==> src/design/vuop_pkg.sv <==
// shared vector micro-op types and encodings, imported by every block of the expansion stage.
`default_nettype none

package vuop_pkg;

  // major opcodes of the vector extension.
  localparam logic [6:0] OPC_OPV    = 7'b1010111;
  localparam logic [6:0] OPC_VLOAD  = 7'b0000111; // shared with scalar LOAD-FP.
  localparam logic [6:0] OPC_VSTORE = 7'b0100111; // shared with scalar STORE-FP.

  // funct3 of the vector-vector forms, the only ones with a vs1 register.
  localparam logic [2:0] F3_OPIVV = 3'd0;
  localparam logic [2:0] F3_OPFVV = 3'd1;
  localparam logic [2:0] F3_OPMVV = 3'd2;

  // mop codes for indexed addressing.
  localparam logic [1:0] MOP_IDX_UNORD = 2'b01;
  localparam logic [1:0] MOP_IDX_ORD   = 2'b11;

  // OP-V arithmetic layout.
  typedef struct packed {
    logic [5:0] funct6;
    logic       vm;
    logic [4:0] vs2;
    logic [4:0] vs1;
    logic [2:0] funct3;
    logic [4:0] vd;
    logic [6:0] opcode;
  } varith_t;

  // vector load/store layout.
  typedef struct packed {
    logic [2:0] nf;
    logic       mew;
    logic [1:0] mop;
    logic       vm;
    logic [4:0] vs2;    // rs2 for strided, vs2 for indexed.
    logic [4:0] rs1;    // base address.
    logic [2:0] width;
    logic [4:0] vd;     // vs3 for stores.
    logic [6:0] opcode;
  } vmem_t;

  // one instruction word, two decodings.
  typedef union packed {
    varith_t arith;
    vmem_t   mem;
  } vinstr_u;

  // request accepted on the strobe.
  typedef struct packed {
    vinstr_u    instr;
    logic [3:0] lmul;
  } uop_req_t;

  // which register fields step with the micro-op index.
  typedef struct packed {
    logic adv_vd;
    logic adv_vs1;
    logic adv_vs2;
  } bump_t;

  // effective group size, zero taken as one and capped by the buffer depth.
  function automatic logic [3:0] clamp_lmul(input logic [3:0] lmul,
                                            input int unsigned max_lmul);
    logic [3:0] n;
    n = (lmul == 4'd0) ? 4'd1 : lmul;
    if (n > max_lmul) begin
      n = 4'(max_lmul);
    end
    return n;
  endfunction

endpackage

`default_nettype wire

==> src/design/vinstr_classifier.sv <==
// combinational decode of a vector instruction into the register fields that step per micro-op.
`timescale 1ns/1ns
`default_nettype none

module vinstr_classifier (
  input  vuop_pkg::vinstr_u instr,
  output vuop_pkg::bump_t   bump
);

  import vuop_pkg::*;

  logic is_opv;    // arithmetic / config space.
  logic is_load;
  logic is_store;
  logic is_mem;
  logic is_vv;     // vector-vector operand form.
  logic is_index;  // indexed addressing.

  // opcode is in the same bits in both views.
  assign is_opv   = (instr.arith.opcode == OPC_OPV);
  assign is_load  = (instr.mem.opcode == OPC_VLOAD);
  assign is_store = (instr.mem.opcode == OPC_VSTORE);
  assign is_mem   = is_load | is_store;

  // only the three vector-vector categories carry a vs1 register.
  always_comb begin
    case (instr.arith.funct3)
      F3_OPIVV, F3_OPFVV, F3_OPMVV: is_vv = 1'b1;
      default:                      is_vv = 1'b0;
    endcase
  end

  // unit-stride and strided forms use rs2 or lumop there, not a vector.
  always_comb begin
    case (instr.mem.mop)
      MOP_IDX_UNORD, MOP_IDX_ORD: is_index = 1'b1;
      default:                    is_index = 1'b0;
    endcase
  end

  // destination group, or store data group, always steps.
  assign bump.adv_vd  = is_opv | is_mem;

  // scalar and immediate forms keep rs1/imm as is.
  assign bump.adv_vs1 = is_opv & is_vv;

  // index vector group for indexed memory ops.
  assign bump.adv_vs2 = is_opv | (is_mem & is_index);

endmodule

`default_nettype wire

==> src/design/uop_expand_buffer.sv <==
// builds the register-stepped copies of an instruction and shifts them out one per cycle.
`timescale 1ns/1ns
`default_nettype none

module uop_expand_buffer #(
  parameter int unsigned MAX_LMUL = 8
) (
  input  logic               CLK,
  input  logic               nRST,
  input  vuop_pkg::uop_req_t req,
  input  vuop_pkg::bump_t    bump,
  input  logic               load,
  input  logic               shift,
  input  logic               clear,
  output vuop_pkg::vinstr_u  uop
);

  import vuop_pkg::*;

  logic [3:0] n_eff;                    // copies actually stored.
  vinstr_u [MAX_LMUL-1:0] next_buf;     // candidate contents on load.
  vinstr_u [MAX_LMUL-1:0] buf_q;        // word 0 is the current micro-op.

  assign n_eff = clamp_lmul(req.lmul, MAX_LMUL);

  // copy k advances each flagged field by k, wrapping within 5 bits.
  always_comb begin
    vinstr_u cp;
    cp = req.instr;
    for (int k = 0; k < MAX_LMUL; k++) begin
      cp = req.instr;
      if (bump.adv_vd) begin
        cp.arith.vd = req.instr.arith.vd + 5'(k);
      end
      if (bump.adv_vs1) begin
        cp.arith.vs1 = req.instr.arith.vs1 + 5'(k);
      end
      if (bump.adv_vs2) begin
        cp.arith.vs2 = req.instr.arith.vs2 + 5'(k);
      end
      next_buf[k] = (k < n_eff) ? cp : '0; // unused slots stay zero.
    end
  end

  // clear wins over everything, then load, then shift.
  always_ff @(posedge CLK, negedge nRST) begin
    if (!nRST) begin
      buf_q <= '0;
    end else if (clear) begin
      buf_q <= '0;
    end else if (load) begin
      buf_q <= next_buf;
    end else if (shift) begin
      for (int k = 0; k < MAX_LMUL - 1; k++) begin
        buf_q[k] <= buf_q[k+1];
      end
      buf_q[MAX_LMUL-1] <= '0;          // zero fills from the top.
    end
  end

  assign uop = buf_q[0];

  // the controller loads only from idle and shifts only while issuing.
  a_no_load_during_shift: assert property (
    @(posedge CLK) disable iff (!nRST)
    !(load && shift)
  ) else $error("buffer load and shift asserted together");

endmodule

`default_nettype wire

==> src/design/uop_count.sv <==
// counts the micro-ops of the current group still to issue and flags the final one.
`timescale 1ns/1ns
`default_nettype none

module uop_count #(
  parameter int unsigned MAX_LMUL = 8
) (
  input  logic       CLK,
  input  logic       nRST,
  input  logic [3:0] lmul,
  input  logic       load,
  input  logic       shift,
  input  logic       clear,
  output logic       last
);

  import vuop_pkg::*;

  localparam int unsigned CW = $clog2(MAX_LMUL + 1);

  logic [CW-1:0] cnt_q; // micro-ops left, including the one on the output.

  always_ff @(posedge CLK, negedge nRST) begin
    if (!nRST) begin
      cnt_q <= '0;
    end else if (clear) begin
      cnt_q <= '0;
    end else if (load) begin
      cnt_q <= CW'(clamp_lmul(lmul, MAX_LMUL));
    end else if (shift) begin
      cnt_q <= cnt_q - 1'b1;
    end
  end

  assign last = (cnt_q == CW'(1));

  // the controller must leave issue at the edge where last is seen.
  a_no_shift_when_empty: assert property (
    @(posedge CLK) disable iff (!nRST)
    !(shift && (cnt_q == '0))
  ) else $error("micro-op counter shifted while empty");

endmodule

`default_nettype wire

==> src/design/uop_seq_fsm.sv <==
// two-state controller that loads, steps and flushes the micro-op buffer and counter.
`timescale 1ns/1ns
`default_nettype none

module uop_seq_fsm (
  input  logic CLK,
  input  logic nRST,
  input  logic req_valid,
  input  logic flush,
  input  logic last,
  output logic load,
  output logic shift,
  output logic clear,
  output logic uop_valid,
  output logic busy,
  output logic dropped
);

  localparam logic IDLE  = 1'b0;
  localparam logic ISSUE = 1'b1;

  logic state_q;
  logic state_d;

  always_ff @(posedge CLK, negedge nRST) begin
    if (!nRST) begin
      state_q <= IDLE;
    end else begin
      state_q <= state_d;
    end
  end

  always_comb begin
    state_d = state_q;
    load    = 1'b0;
    case (state_q)
      IDLE: begin
        if (req_valid && !flush) begin
          load    = 1'b1;
          state_d = ISSUE;
        end
      end
      ISSUE: begin
        if (last) begin
          state_d = IDLE;  // final micro-op leaves this cycle.
        end
      end
      default: state_d = IDLE;
    endcase
    if (flush) begin
      state_d = IDLE;
    end
  end

  assign busy      = (state_q == ISSUE);
  assign uop_valid = busy;             // one micro-op on every issue cycle.
  assign shift     = busy & ~flush;
  assign clear     = flush;
  assign dropped   = req_valid & busy; // no queueing while a group runs.

  // the counter flags a final micro-op only while a group is issuing.
  a_last_only_in_issue: assert property (
    @(posedge CLK) disable iff (!nRST)
    last |-> busy
  ) else $error("counter flagged last while the controller was idle");

endmodule

`default_nettype wire

==> src/design/vuop_expander.sv <==
// top of the vector micro-op expansion stage; one instruction in, lmul micro-ops out.
`timescale 1ns/1ns
`default_nettype none

module vuop_expander #(
  parameter int unsigned MAX_LMUL = 8
) (
  input  logic               CLK,
  input  logic               nRST,
  input  logic               req_valid,
  input  vuop_pkg::uop_req_t req,
  input  logic               flush,
  output logic               uop_valid,
  output vuop_pkg::vinstr_u  uop,
  output logic               busy,
  output logic               dropped
);

  import vuop_pkg::*;

  bump_t bump;   // field step flags for the incoming word.
  logic  load;
  logic  shift;
  logic  clear;
  logic  last;

  vinstr_classifier vinstr_classifier_i (
    .instr (req.instr),
    .bump  (bump)
  );

  uop_expand_buffer #(
    .MAX_LMUL (MAX_LMUL)
  ) uop_expand_buffer_i (
    .CLK   (CLK),
    .nRST  (nRST),
    .req   (req),
    .bump  (bump),
    .load  (load),
    .shift (shift),
    .clear (clear),
    .uop   (uop)
  );

  uop_count #(
    .MAX_LMUL (MAX_LMUL)
  ) uop_count_i (
    .CLK   (CLK),
    .nRST  (nRST),
    .lmul  (req.lmul),
    .load  (load),
    .shift (shift),
    .clear (clear),
    .last  (last)
  );

  uop_seq_fsm uop_seq_fsm_i (
    .CLK       (CLK),
    .nRST      (nRST),
    .req_valid (req_valid),
    .flush     (flush),
    .last      (last),
    .load      (load),
    .shift     (shift),
    .clear     (clear),
    .uop_valid (uop_valid),
    .busy      (busy),
    .dropped   (dropped)
  );

endmodule

`default_nettype wire

==> config.mk <==
export PLATFORM = sky130hd
export DESIGN_NAME = vuop_expander
export DESIGN_NICKNAME = d
export VERILOG_FILES = /design/src/design/vuop_pkg.sv /design/src/design/vinstr_classifier.sv /design/src/design/uop_expand_buffer.sv /design/src/design/uop_count.sv /design/src/design/uop_seq_fsm.sv /design/src/design/vuop_expander.sv
export SDC_FILE = /design/constraint.sdc
export NUM_CORES = 1
export LEC_CHECK = 0
export ABC_AREA = 1
export BUFFER_PORTS_ARGS = -buffer_cell sky130_fd_sc_hd__buf_2
export CORE_MARGIN = 2
export CORE_UTILIZATION = 64
export CTS_BUF_LIST = sky130_fd_sc_hd__clkbuf_4
export DETAILED_ROUTE_END_ITERATION = 12
export GPL_TIMING_DRIVEN = 0
export PLACE_DENSITY_LB_ADDON = 0.3
export SLEW_MARGIN = 30
export SYNTH_ARGS = -nofsm -noshare
export SYNTH_HDL_FRONTEND = slang
export SYNTH_SLANG_ARGS = --single-unit
==> constraint.sdc <==
create_clock -name CLK -period 1.78 [get_ports CLK]
set_clock_uncertainty 0.1 [all_clocks]
set_input_delay 0.089 -clock CLK [delete_from_list [all_inputs] [get_ports CLK]]
set_output_delay 0.089 -clock CLK [all_outputs]
set_load 0.01 [all_outputs]
==> flow_summary.yaml <==
status:
  status: "finished with violations"
  failed_checks: "negative setup slack"
placement:
  pre_cts_ws_ns: -0.499
  post-dp-hpwl_um: 31200
  io_buffers: 71
  gp_congestion: 0.974
  place_area_um2: 14900
worst_setup_path:
  path_max_fanout: 10
  start_kind: "flip-flop"
  cp-end-kind: "flip-flop"
  path_delay_family: "buffers and inverters"
  path_cells: "nor2_4 -> nand2_4 -> buf_12 -> buf_4 -> buf_2 -> a22oi_1 -> o21ai_0"
  path_class: "flip-flop to flip-flop"
  path_buf_inv: 3
  arrival_ns: 2.33
  critPathRequiredTime_ns: 2.24
  crit_slowest_cell: "dfrtp_2"
  slowest_delay_ns: 0.43
finish:
  final_common_cell: "nand2_1"
  drive_above_1_share_pct: 23.4
  layout_common_cells: "493 x nand2_1, 260 x dfrtp_1, 123 x clkbuf_4"
  nNetsFinal: 1963
  fin_area_um2: 16800
  nFillCells: 1513
  area_growth_syn_to_layout_pct: 19.4
sta:
  fin_ws_ns: -0.0973
  max_slew_margin_pct: 35.3
  slew_viol_final: 0
  max_freq_mhz: 533
  fin_crit_ns: 1.88
  fin_crit_sh_pct: 105
  setup_viol: 2
  finalHoldViolCount: 0
  worst_pin_slew_ns: 0.970
  rsz0062_at_grt: "yes"
drt:
  wire_per_inst_um: 21.2
  first_pass_iters: 10
  via_per_inst: 6.17
  routed_wl_um: 47100
  num_vias: 13700
  drt_iter0_drc: 1610
  drt.antenna.violating_nets: 0
  drc_errors: 0
yosys:
  synth_edf_count: 0
  synth_mux_area_share_pct: 0
  syn_inst: 1694
  synth_xor_area_share_pct: 2.36
  synth-main-ff-cell: "dfrtp_1"
  synth_cell_types: 37
  yosys.area.top_type: "dfrtp_1"
  synth_top_area_share_pct: 46.3
  synth_top_family_by_area: "simple AND/OR/NAND/NOR gates"
  synth-compound-area-share_pct: 18.5
  synth-simple-area-share_pct: 20.9
  synth_area_um2: 14100
  ys_warn_count: 0
  ys_top_cells_by_area: "dfrtp_1 46%, nand2_1 13%, o21ai_0 4.7%"
  synth_adder_area_share_pct: 2.57
  async_flop_share_pct: 100
  ys_seq_area_share_pct: 46.3
  synth_area_per_cell_um2: 8.32
  synth_nets: 1763
  ys_ff_latch: 261
floorplanning:
  fp.dieW_um: 152
  die_area_um2: 23200
  io_pins: 75
  die_h_um: 152
  rows: 54
  coreArea_um2: 21800
  start_util_pct: 64.8
job:
  maxCapViolations: 0
global_route:
  grt_pass1_wl_um: 72700
  track_usage_pct: 40.1
  grt-ovfl-total: 0
  grt_max_degree: 85
  antenna_found_initial: 1
  grt_pass1_vias: 13600
clock_network:
  cts_tree: "built"
  clockRootBuffer: "clkbuf_4"
  clk_pin_slew_worst_paths_ns: 0.08
  htreeDepth: 3
  numCtsBuffers: 71
  clock_path_buffers: 3
  cts.sinks: 261
  clkLatencyLatePin_ns: 0.70
power_and_ir_drop:
  power_mw: 15.0
  powerDensity_nw_per_um2: 890
  ir_drop_v: 0.000521
  power.leakage_nw: 8.11
hold_path:
  holdCritPathClass: "input port to flip-flop"
[repair_timing]
action	in CTS	in global routing
hold buffers	41	0
endpoints found under the hold margin	404	0
setup buffers	4	5
setup endpoints to repair	257	329
gates resized for setup	84	90
gates cloned	0	3
pin swaps	2	10
[logic make-up (layout without fill, tap and decap cells)]
group | count (synthesis) | count (layout)
other | 0 | 1
flip-flops | 261 | 261
XOR/XNOR | 38 | 38
AO/OA/AOI/OAI | 429 | 429
adder cells (fa/ha/maj) | 29 | 29
buffers and inverters | 275 | 523
AND/OR/NAND/NOR | 662 | 662
[worst register-to-register path, cell delays in order, from the launching register on]
cell     delay [ns]
dfrtp_2        0.43
nor2_4         0.15
nand2_4        0.11
buf_12         0.17
buf_4          0.14
buf_2          0.18
a22oi_1        0.32
o21ai_0        0.15
[power breakdown]
| group | internal [mW] | leakage [nW] | switching (mW) |
|---|---|---|---|
| clock network | 3.08 | 0.548 | 2.66 |
| logic | 0.965 | 3.98 | 1.83 |
| registers | 6.27 | 3.58 | 0.189 |
| total | 10.3 | 8.11 | 4.68 |
[worst paths after layout]
kind | start | end | slack [ns] | cells past startpoint
min in group asynchronous | nRST | uop_expand_buffer_i.buf_q[197]$_DFFE_PN0P_ | 0.35 | 4
max reg2reg | uop_seq_fsm_i.busy$_DFF_PN0_ | uop_expand_buffer_i.buf_q[89]$_DFFE_PN0P_ | -0.1 | 7
max | uop_seq_fsm_i.busy$_DFF_PN0_ | uop_expand_buffer_i.buf_q[89]$_DFFE_PN0P_ | -0.1 | 7
max in group asynchronous | nRST | uop_expand_buffer_i.buf_q[207]$_DFFE_PN0P_ | 0.15 | 6
min | req[7] | uop_expand_buffer_i.buf_q[74]$_DFFE_PN0P_ | 0.14 | 9
min reg2reg | uop_expand_buffer_i.buf_q[43]$_DFFE_PN0P_ | uop_expand_buffer_i.buf_q[43]$_DFFE_PN0P_ | 0.38 | 2
[flip-flops by register name, summed over array words and instances, names as in the netlist]
signal / count
uop_expand_buffer_i.buf_q: 224
uop_expand_buffer_i.uop: 32
uop_seq_fsm_i.busy: 1
uop_count_i.cnt_q: 4
[layout make-up]
class / count / area [µm²] / area share (%)
flip-flops and latches: 261 / 6530 / 38.8
multi-input cells: 1158 / 6450 / 38.3
plain buffers: 140 / 1030 / 6.12
repair buffers: 126 / 1010 / 6.01
clock buffers: 110 / 826 / 4.91
inverters: 135 / 526 / 3.12
well taps: 280 / 350 / 2.08
clock inverters: 11 / 101 / 0.602
repair inverters: 1 / 5.00 / 0.0297
diodes: 1 / 2.50 / 0.0149
[through the flow]
step	TNS [ns]	std cells	utilization (%)	hold slack, ns
2_1_floorplan	0	1694	-	-0.307
3_3_place_gp	-1126.88	2045	68.1	0.315
3_5_place_dp	-55.12	2048	68.5	-0.111
4_1_cts	-0.0181	2214	75.8	0.0672
5_1_grt	-0.100	2223	77.4	0.174
6_report	-0.105	2223	77.4	0.139
[layer usage]
| layer | global-route usage [%] | wire length [µm] |
|---|---|---|
| met1 | 48.6 | 16900 |
| met2 | 63.8 | 21300 |
| met3 | 8.16 | 4710 |
| met4 | 29.5 | 4250 |
| met5 | 0 | 0 |
[cells in the mapped netlist (26+ instances only)]
library cell	instances
nand2_1	495
dfrtp_1	261
o21ai_0	132
inv_1	119
a22oi_1	85
o21ai_1	73
nand3_1	62
o22ai_1	51
buf_4	43
buf_2	42
clkbuf_1	40
a21oi_1	32
nor2_1	30
ha_1	29
xor2_1	29
a22o_1	26
Power figures use the tool's default switching activity.
